`src/source/alu_cfg.svh`:
```
////////////////////////////////////////////////////////////
// Width settings for the execute block, included by the
// package and by any module that sizes logic from them
////////////////////////////////////////////////////////////
`ifndef ALU_CFG_SVH
`define ALU_CFG_SVH

// Data path width, operands and result
`define WORD_W 16

// Opcode field width
`define OPER_W 4

`define CLA_GROUP 4 // Bits per lookahead group

`endif

```
`src/source/aluPkg.sv`:
```
////////////////////////////////////////////////////////////
// Shared types for the ALU and execute stage, referenced
// with aluPkg:: scoped names
////////////////////////////////////////////////////////////
`include "alu_cfg.svh"

package aluPkg;

    typedef logic [`WORD_W-1:0] word_t; // One data word
    typedef logic [$clog2(`WORD_W)-1:0] shamt_t; // Shift amount, 0 to 15

    // ALU opcodes, 1011 has no entry
    typedef enum logic [`OPER_W-1:0] {
        opRol  = 4'b0000,
        opSll  = 4'b0001,
        opRor  = 4'b0010,
        opSrl  = 4'b0011,
        opAdd  = 4'b0100,
        opSub  = 4'b0101, // B minus A
        opXor  = 4'b0110,
        opAndn = 4'b0111, // A and not B
        opSeq  = 4'b1000,
        opSlt  = 4'b1001,
        opSle  = 4'b1010,
        opSco  = 4'b1100, // Carry of A plus B
        opLbi  = 4'b1101,
        opBtr  = 4'b1110,
        opSlbi = 4'b1111
    } aluOp_e;

    // Shifter ops, same order as low opcode bits
    typedef enum logic [1:0] {
        shRol = 2'b00,
        shSll = 2'b01,
        shRor = 2'b10,
        shSrl = 2'b11
    } shiftOp_e;

    typedef struct packed {
        logic zf; // Result is zero
        logic sf; // Result MSB
        logic of; // Signed overflow
        logic cf; // Adder carry out
    } aluFlags_t;

endpackage

```
`src/source/barrelShifter.sv`:
```
////////////////////////////////////////////////////////////
// Logarithmic shifter for rotates and logical shifts,
// used combinationally inside the ALU
////////////////////////////////////////////////////////////
`timescale 1ns/1ns
`include "alu_cfg.svh"

module barrelShifter (
    input  aluPkg::word_t    in,    // Value to shift
    input  aluPkg::shamt_t   shamt, // Bit count
    input  aluPkg::shiftOp_e oper,  // Rotate or shift, left or right
    output aluPkg::word_t    out
);

    localparam int W    = `WORD_W;
    localparam int SH_W = $bits(aluPkg::shamt_t); // One stage per amount bit

    aluPkg::word_t stage [0:SH_W]; // stage[k] is input to stage k

    assign stage[0] = in;

    for (genvar k = 0; k < SH_W; k++) begin : gStage
        localparam int N = 1 << k; // Stage moves by 1, 2, 4, 8

        aluPkg::word_t cur;
        aluPkg::word_t shifted;

        assign cur = stage[k];

        always_comb begin
            case (oper)
                aluPkg::shRol: shifted = {cur[W-1-N:0], cur[W-1 -: N]}; // Wrap top bits
                aluPkg::shSll: shifted = {cur[W-1-N:0], {N{1'b0}}};
                aluPkg::shRor: shifted = {cur[N-1:0], cur[W-1:N]}; // Wrap low bits
                default:       shifted = {{N{1'b0}}, cur[W-1:N]}; // Logical right
            endcase
        end

        // Bypass when this amount bit is clear
        assign stage[k+1] = shamt[k] ? shifted : cur;
    end

    assign out = stage[SH_W];

endmodule

```
`src/source/claAdder.sv`:
```
////////////////////////////////////////////////////////////
// Two level carry lookahead adder, groups of CLA_GROUP bits
// chained at group level; carry into MSB kept for overflow
////////////////////////////////////////////////////////////
`timescale 1ns/1ns
`include "alu_cfg.svh"

module claAdder (
    input  aluPkg::word_t a,
    input  aluPkg::word_t b,
    input  logic          cIn,
    output aluPkg::word_t sum,
    output logic          cOut, // Carry out of the top bit
    output logic          cMsb  // Carry into the top bit
);

    localparam int W    = `WORD_W;
    localparam int G    = `CLA_GROUP;
    localparam int NGRP = W / G;

    aluPkg::word_t   p;     // Bit propagate
    aluPkg::word_t   g;     // Bit generate
    logic [W:0]      carry; // Carry into each bit, plus carry out
    logic [NGRP-1:0] grpG;  // Group generate
    logic [NGRP-1:0] grpP;  // Group propagate
    logic [NGRP:0]   grpC;  // Carry into each group

    // Sum of products carry into position n of a group
    function automatic logic lookahead(
        input logic [G-1:0] gv,
        input logic [G-1:0] pv,
        input logic         cin,
        input int           n
    );
        logic run;
        logic c;
        c   = 1'b0;
        run = 1'b1; // AND of propagates above current term
        for (int k = G - 1; k >= 0; k--) begin
            if (k < n) begin
                c   = c | (gv[k] & run);
                run = run & pv[k];
            end
        end
        return c | (run & cin);
    endfunction

    assign p = a ^ b;
    assign g = a & b;

    assign grpC[0] = cIn;

    for (genvar gi = 0; gi < NGRP; gi++) begin : gGroup
        localparam int LO = gi * G; // Low bit of this group

        logic [G-1:0] gp;
        logic [G-1:0] gg;

        assign gp = p[LO +: G];
        assign gg = g[LO +: G];

        // Group terms for the second level
        assign grpG[gi] = lookahead(gg, gp, 1'b0, G);
        assign grpP[gi] = &gp;

        // Second level, group carries chained
        assign grpC[gi+1] = grpG[gi] | (grpP[gi] & grpC[gi]);

        for (genvar j = 0; j < G; j++) begin : gBit
            assign carry[LO+j] = lookahead(gg, gp, grpC[gi], j); // j = 0 gives group cin
        end
    end

    assign carry[W] = grpC[NGRP];

    assign sum  = p ^ carry[W-1:0];
    assign cOut = carry[W];
    assign cMsb = carry[W-1];

endmodule

```
`src/source/alu.sv`:
```
////////////////////////////////////////////////////////////
// Combinational 16-bit ALU with shared adder and shifter,
// producing a result and zero, sign, overflow, carry flags
////////////////////////////////////////////////////////////
`timescale 1ns/1ns
`include "alu_cfg.svh"

module alu (
    input  aluPkg::word_t     inA,
    input  aluPkg::word_t     inB,
    input  aluPkg::aluOp_e    oper,
    output aluPkg::word_t     out,
    output aluPkg::aluFlags_t flags
);

    localparam int W = `WORD_W;

    logic             subLike;  // Adder computes B minus A
    logic             arithOp;  // Adder carries reach the flags
    logic             validOp;  // Opcode 1011 is not
    aluPkg::word_t    opA;      // Prepared A
    aluPkg::word_t    opB;      // Prepared B
    logic             cIn;
    aluPkg::shamt_t   shAmt;
    aluPkg::shiftOp_e shOp;
    aluPkg::word_t    shiftOut;
    aluPkg::word_t    sum;
    logic             cOut;
    logic             cMsb;
    logic             ovf;      // Signed overflow of opA plus opB
    logic             sumZero;
    logic             lessThan; // A < B signed
    aluPkg::word_t    bitRev;

    assign subLike = oper inside {aluPkg::opSub, aluPkg::opSeq, aluPkg::opSlt,
                                  aluPkg::opSle};
    assign arithOp = oper inside {aluPkg::opAdd, aluPkg::opSub, aluPkg::opSco};
    assign validOp = (oper != aluPkg::aluOp_e'(4'b1011));

    // Two's complement of A for B minus A
    assign opA = subLike ? ~inA : inA;
    assign cIn = subLike;

    always_comb begin
        case (oper)
            aluPkg::opAndn: opB = ~inB;
            aluPkg::opLbi:  opB = '0;
            default:        opB = inB;
        endcase
    end

    // SLBI forces a left shift by half a word
    assign shAmt = (oper == aluPkg::opSlbi) ? aluPkg::shamt_t'(W / 2) : inB[3:0];
    assign shOp  = (oper == aluPkg::opSlbi) ? aluPkg::shSll
                                            : aluPkg::shiftOp_e'(oper[1:0]);

    barrelShifter uShift (
        .in    (opA),
        .shamt (shAmt),
        .oper  (shOp),
        .out   (shiftOut)
    );

    claAdder uAdd (
        .a    (opA),
        .b    (opB),
        .cIn  (cIn),
        .sum  (sum),
        .cOut (cOut),
        .cMsb (cMsb)
    );

    assign ovf     = cOut ^ cMsb; // Carry in and out of MSB differ
    assign sumZero = (sum == '0);

    // B minus A positive, sign corrected by overflow
    assign lessThan = ~(sum[W-1] ^ ovf) & ~sumZero;

    always_comb begin
        for (int i = 0; i < W; i++) begin
            bitRev[i] = inA[W-1-i];
        end
    end

    always_comb begin
        case (oper)
            aluPkg::opRol,
            aluPkg::opSll,
            aluPkg::opRor,
            aluPkg::opSrl:  out = shiftOut;
            aluPkg::opAdd,
            aluPkg::opSub:  out = sum;
            aluPkg::opXor:  out = opA ^ opB;
            aluPkg::opAndn: out = opA & opB; // opB already inverted
            aluPkg::opSeq:  out = aluPkg::word_t'(sumZero);
            aluPkg::opSlt:  out = aluPkg::word_t'(lessThan);
            aluPkg::opSle:  out = aluPkg::word_t'(lessThan | sumZero);
            aluPkg::opSco:  out = aluPkg::word_t'(cOut);
            aluPkg::opLbi:  out = inB; // Immediate passes through
            aluPkg::opBtr:  out = bitRev;
            aluPkg::opSlbi: out = shiftOut | inB;
            default:        out = '0;
        endcase
    end

    // Unused opcode reports no flags at all
    assign flags.zf = validOp & (out == '0);
    assign flags.sf = validOp & out[W-1];
    assign flags.of = arithOp & ovf;
    assign flags.cf = arithOp & cOut;

endmodule

```
`src/source/aluStage.sv`:
```
////////////////////////////////////////////////////////////
// Registered execute stage around the ALU; start captures
// an operation, result, flags and done follow one edge later
////////////////////////////////////////////////////////////
`timescale 1ns/1ns

module aluStage (
    input  logic              clk,
    input  logic              rst,
    input  logic              start,  // One cycle strobe per operation
    input  aluPkg::aluOp_e    opIn,
    input  aluPkg::word_t     inA,
    input  aluPkg::word_t     inB,
    output aluPkg::word_t     result,
    output aluPkg::aluFlags_t flags,
    output logic              done    // Pulses with each new result
);

    aluPkg::aluOp_e    opReg;   // Captured operation
    aluPkg::word_t     aReg;
    aluPkg::word_t     bReg;
    logic              busy;    // Captured operands are valid
    aluPkg::word_t     aluOut;
    aluPkg::aluFlags_t aluFlags;

    // Operand capture on start
    always_ff @(posedge clk) begin
        if (start) begin
            opReg <= opIn;
            aReg  <= inA;
            bReg  <= inB;
        end
    end

    always_ff @(posedge clk) begin
        if (rst) begin
            busy <= 1'b0;
        end else begin
            busy <= start; // New start every cycle allowed
        end
    end

    alu uAlu (
        .inA   (aReg),
        .inB   (bReg),
        .oper  (opReg),
        .out   (aluOut),
        .flags (aluFlags)
    );

    // Output register holds until the next operation
    always_ff @(posedge clk) begin
        if (rst) begin
            result <= '0;
            flags  <= '0;
            done   <= 1'b0;
        end else begin
            done <= busy;
            if (busy) begin
                result <= aluOut;
                flags  <= aluFlags;
            end
        end
    end

endmodule

```
`config.mk`:
```
export PLATFORM = sky130hd
export DESIGN_NAME = aluStage
export DESIGN_NICKNAME = d
export VERILOG_FILES = /design/src/source/aluPkg.sv /design/src/source/barrelShifter.sv /design/src/source/claAdder.sv /design/src/source/alu.sv /design/src/source/aluStage.sv
export VERILOG_INCLUDE_DIRS = /design/src /design/src/source
export SDC_FILE = /design/constraint.sdc
export NUM_CORES = 1
export LEC_CHECK = 0
export BUFFER_PORTS_ARGS = -buffer_cell sky130_fd_sc_hd__buf_2
export CAP_MARGIN = 20
export CORE_MARGIN = 2
export CORE_UTILIZATION = 35
export CTS_CLUSTER_SIZE = 12
export DETAILED_ROUTE_END_ITERATION = 12
export HOLD_SLACK_MARGIN = 0.15
export PLACE_DENSITY = 0.56
export SYNTH_ARGS = -nofsm -noshare
export SYNTH_HDL_FRONTEND = slang
export SYNTH_SLANG_ARGS = --single-unit
```
`constraint.sdc`:
```
create_clock -name clk -period 6.65 [get_ports clk]
set_clock_uncertainty 0.15 [all_clocks]
set_input_delay 1.33 -clock clk [delete_from_list [all_inputs] [get_ports clk]]
set_output_delay 1.33 -clock clk [all_outputs]
set_load 0.03 [all_outputs]
```
== Word-level counts from Yosys, hierarchy flattened ==
Cells that the tools add are included.
Storage, ports and cells
  register bits after elaboration: 58
  bits of input ports: 39
Operators by class
  eq/ne operators: 17
  muxes and demuxes: 13
  bitwise operators: 116
  reductions and logical operators: 13
Operators by type and width (number)
  $pmux 16 s11: 1
  $pmux 16 s3: 3
  $mux 16: 5
  $and 1x1->1: 65
  $pmux 16 s2: 2
  $or 1x1->1: 41
  $logic_not 16->1: 2
  $not 16->16: 2
  $xor 16x16->16: 2
  $eq 4x4->1 const B: 7
  $and 16x16->16: 1
  $eq 4x3->1 const B: 4
  $or 16x16->16: 1
  $reduce_and 4->1: 4
  $eq 4x2->1 const B: 2
  $eq 4x1->1 const B: 1
  $logic_not 4->1: 1
  $mux 4: 1
  $ne 4x4->1 const B: 1
  $reduce_bool 4->1: 1
  $reduce_or 2->1: 2
  $reduce_or 4->1: 1
  $reduce_bool 3->1: 1
  $eq 2x1->1 const B: 1
  5 further kinds: 7

== Longest topological paths before layout ==
  depth in word-level cells: 23
  depth in mapped cells: 26

== By module ==
Synthesis repeated with hierarchy kept, for this count alone.
Unflattened totals
  cells, all modules: 675
  area total of the unflattened synthesis: 6017.0 um^2
Modules (own cells, without submodules)
  barrelShifter: times used 1, cells an instance 275, area an instance 1878.1 um^2, sequential area each 0.0 um^2
  aluStage: times used 1, cells an instance 105, area an instance 1869.3 um^2, sequential area each 1521.5 um^2
  alu: times used 1, cells an instance 221, area an instance 1611.5 um^2, sequential area each 0.0 um^2
  claAdder: times used 1, cells an instance 74, area an instance 658.1 um^2, sequential area each 0.0 um^2

== Worst setup path before layout ==
No wires, ideal clock.
  kind: register to register
  from: reg opReg[3]
  to: reg flags[3] (netlist bit)
  data arrival time: 5346 ps
  required time: 6440 ps
  path slack: 1095 ps
  cell stages (with the launch flop): 26
  path buffers: 5
  period minus slack after synthesis: 5555 ps
  cell sequence: edfxtp_1 buf_6 nor2b_1 buf_4 o21ai_4 buf_2 buf_1 xnor2_1 ha_1 clkbuf_1 a21oi_1 nor3_1 o22ai_1 a21boi_0 o21a_1 or2_2 fa_1 xor2_1 nor3_1 o2111ai_1 a2111oi_2 o311ai_1 mux2i_1 nand4b_1 nor4b_1 a22o_1
Between the ends
  cells in the longest elaborated chain, start to end: 23
  elaborated cells between the ends (all ways): 153
  classes of those cells: 17 x eq/ne; 13 x mux; 111 x bitwise; 12 x reduce/logical
Ends and longest elaborated chain
  start: declaration: RTL line aluStage.sv:19  | aluPkg::aluOp_e opReg;
  start signal: assignment: RTL line aluStage.sv:29  | opReg <= opIn;
  $eq 4x3->1 / $eq 4x4->1 (equally long branches): RTL line alu.sv:35, alu.sv:86
  $reduce_bool 4->1: RTL line alu.sv:35  | assign subLike = oper inside {aluPkg::opSub, aluPkg::opSeq, aluPkg::opSlt,
  $mux 16: RTL line alu.sv:41  | assign opA = subLike ? ~inA : inA;
  $and 16x16->16 / $xor 16x16->16 (equally long branches)
  $and 1x1->1 (on tied branches): RTL line claAdder.sv:41, claAdder.sv:42
  $or 1x1->1, or another cell as far along: RTL line claAdder.sv:41  | c = c | (gv[k] & run);
  $or 1x1->1 / $and 1x1->1 (equally long branches): RTL line claAdder.sv:41
  $or 1x1->1: RTL line claAdder.sv:41
  (+7 left out)
  $xor 16x16->16 / $xor 1x1->1 (equally long branches): RTL line claAdder.sv:76, alu.sv:73
  $logic_not 16->1 / $xor 1x1->1 (equally long branches): RTL line alu.sv:74, alu.sv:77
  $not 1->1: RTL line alu.sv:77  | assign lessThan = ~(sum[W-1] ^ ovf) & ~sumZero;
  $and 1x1->1: RTL line alu.sv:77
  $or 1x1->1: RTL line alu.sv:97  | aluPkg::opSle: out = aluPkg::word_t'(lessThan | sumZero);
  $pmux 16 s11: RTL line alu.sv:86  | case (oper)
  $logic_not 16->1: RTL line alu.sv:107  | assign flags.zf = validOp & (out == '0);
  $and 1x1->1 *: RTL line alu.sv:107
  end signal: assignment: RTL line aluStage.sv:61  | flags <= aluFlags;
  end: declaration: RTL line aluStage.sv:15  | output aluPkg::aluFlags_t flags,
Every way passes the cells marked *; elsewhere a longest branch is shown, timed or not.
A chain may end at the register's enable or synchronous reset.

== Final worst setup path ==
  from: reg opReg[2]
  to: reg flags[3] (netlist bit)
Same word-level chain as after synthesis.

==> flow_summary.toml <==
[sta]
fin_setup_tns_ps = 0
worst_pin_slew_ps = 1060
period_share_pct = 93.1
hold_viol_final = 0
rsz0062_at_grt = "false"
fin_crit_ps = 6190
drv_slew = 0
slew_headroom_pct = 29.5
setup_slack_ps = 461
fmax_mhz = 162
setup_viol = 0

[grt]
grt_max_degree = 38
grt_pass1_vias = 5910
track_usage_pct = 25.0
overflow = 0
antenna_found_initial = 0
grt_pass1_wl_um = 34900

[clocking]
cts_buffer_depth = 2
clkLatencyLatePin_ps = 340
post-cts-setup-buffers = 0
clkTransAtPathRegs_ps = 50
cts_resized = 0
ctsHoldBuffers = 0
htree_levels = 3
numCtsBuffers = 9
clock_sinks = 58
cts_root_buf = "clkbuf_16"
tritoncts = "built"

[status]
outcome = "completed"

[die]
initial_core_util_pct = 35.5
fp.coreArea_sq_um = 17100
die_h_um = 136
fp.dieW_um = 136
die_area_sq_um = 18400
io_pins = 60
std_cell_rows = 48

[power]
pwr-share-seq_pct = 26.5
peakVddDrop_uv = 138
clkPwrFrac_pct = 28.7
switchingPower_w = 0.000720
power.density_nw_per_um2 = 257
swShare_pct = 41.2
power.static_leakage_nw = 2.60
internal_power_w = 0.00103
combPwrFrac_pct = 44.8

[synth]
synth_mux_area_share_pct = 2.88
yosysWarnings = 0
synth_area_leaders = "edfxtp_1 18%, dfxtp_1 7.2%, xnor2_1 5.2%"
synthCells = 749
synth_top_family_by_area = "compound AO/OA/AOI/OAI gates"
synth_area_per_cell_sq_um = 8.12
synthArstFlopShare_pct = 0
synth_compound_area_share_pct = 35.9
synth_cell_type_count = 90
synth_seq_cells = 58
synth_most_common_cell = "nand2_1"
yosys.area_share.adder_pct = 4.28
synth-simple-area-share_pct = 20.1
yosysTopAreaCell = "edfxtp_1"
synth_top_cell_area_share_pct = 17.8
syn_area_sq_um = 6080
synthXorXnorAreaFrac_pct = 5.91
synthFlopType = "edfxtp_1"
yosysSeqAreaShare_pct = 25.0
synth_nets = 807
synth-edff-count = 36
synth_common_cells = "82 x nand2_1, 55 x o21ai_0, 43 x nor2_1"

[detailed_routing]
firstDrtPassIters = 5
drt_iter0_markers = 782
wl_met2_um = 9590
drc = 0
wl_met3_um = 2210
maxUsedRoutingLayer = "met4"
wl_um = 22800
detail-route-antenna-nets = 0
met1_length_um = 10200
wl_per_cell_um = 22.8
vias = 6385
routed_via_density = 6.38

[setup_path]
cp.arrival_ps = 6320
cp_max_fo = 21
worstSetupPathType = "register to register"
worst_setup_path_end_kind = "register"
start_kind = "register"
critical_path_required_ps = 6780

[place]
gp_congestion = 0.983
io_buffers = 59
place_hpwl_um = 17000
place_ws_ps = 496

[min_path]
hold_class = "register to register"

[finish]
drive_gt1_share_pct = 16.4
num-fill-cells = 1755
diodes = 0
fin_util_pct = 39.7
final_nets = 829
area_delta_synth_final_pct = 11.8

[job]
cap_violations = 0
## registers in the layout, summed over array words and instances (netlist names)
register	cells
opReg	4
result	16
done	1
aReg	16
bReg	16
busy	1
flags	4
## kinds of logic after synthesis
logic type	after synthesis
DFF	58
AOI/OAI and AO/OA	294
buffers and inverters	79
and+or+nand+nor	241
muxes	17
adders and majority gates	19
xor gates and xnor gates	41
## placed cells by master, fill, tap and decap left out, drive strengths merged, types with 16 or more instances in the layout
master | Yosys | routed
a21oi | 32 | 32
a221oi | 16 | 16
a22oi | 28 | 28
buf | 27 | 75
dfxtp | 22 | 22
edfxtp | 36 | 36
ha | 16 | 16
nand2 | 83 | 83
nor2 | 44 | 44
nor3 | 21 | 21
o211ai | 22 | 22
o21ai | 58 | 58
xnor2 | 36 | 36
## routing by layer
| layer | up-vias | track usage [%] |
|---|---|---|
| li1 | 2966 | - |
| met1 | 2964 | 35.1 |
| met2 | 415 | 36.9 |
| met3 | 40 | 5.44 |
| met4 | 0 | 10.4 |
| met5 | - | 0 |
## worst paths after layout
kind | start | end | slack [ps] | cells past startpoint
setup reg to reg | opReg[2] | flags[3] | 460 | 21
hold / removal | result[10] | result[10] | 300 | 2
hold reg to reg | result[10] | result[10] | 300 | 2
setup / recovery | opReg[2] | flags[3] | 460 | 21
## per-stage QoR
| stage | total power, W | cell area (sq um) | hold slack [ps] | std cells |
|---|---|---|---|---|
| floorplan | 0.00101 | 6080 | 342 | 749 |
| global placement | 0.00124 | 6470 | 280 | 985 |
| detailed placement | 0.00122 | 6470 | 290 | 985 |
| CTS | 0.00173 | 6790 | 301 | 1001 |
| global route | 0.00184 | 6800 | 318 | 1001 |
| finish | 0.00175 | 6800 | 296 | 1001 |
## layout make-up
| type | count | area (sq um) | area share [%] |
|---|---|---|---|
| Multi-Input combinational cell | 612 | 4200 | 61.8 |
| Sequential cell | 58 | 1520 | 22.4 |
| Timing Repair Buffer | 75 | 415 | 6.11 |
| Tap cell | 225 | 282 | 4.14 |
| Clock buffer | 9 | 225 | 3.31 |
| Clock inverter | 7 | 93.8 | 1.38 |
| Inverter | 15 | 56.3 | 0.828 |
## worst max-delay path, cell delays in order, from the launching register on
cell and delay (ps):
edfxtp_1 550, buf_4 280, and3b_2 260, o21ai_4 580, xnor2_1 130, ha_1 390
a21oi_1 220, o211ai_1 130, o22ai_1 340, a21boi_0 230, o21a_1 230, or2_2 290
fa_1 470, xor2_1 190, nor3_1 190, o2111ai_1 170, a2111oi_2 350, o311ai_1 210
mux2i_1 200, nand4b_1 140, nor4b_1 270, a22o_1 160
## power by group through the flow
stage | registers [W] | logic (W) | clock network [W]
floorplan | 0.000447 | 0.000561 | 0
global placement | 0.000469 | 0.000767 | 0
detailed placement | 0.000468 | 0.000755 | 0
CTS | 0.000461 | 0.000759 | 0.000513
global route | 0.000466 | 0.000841 | 0.000533
finish | 0.000464 | 0.000781 | 0.000501
Note: power is estimated with default switching activity, not from simulation.
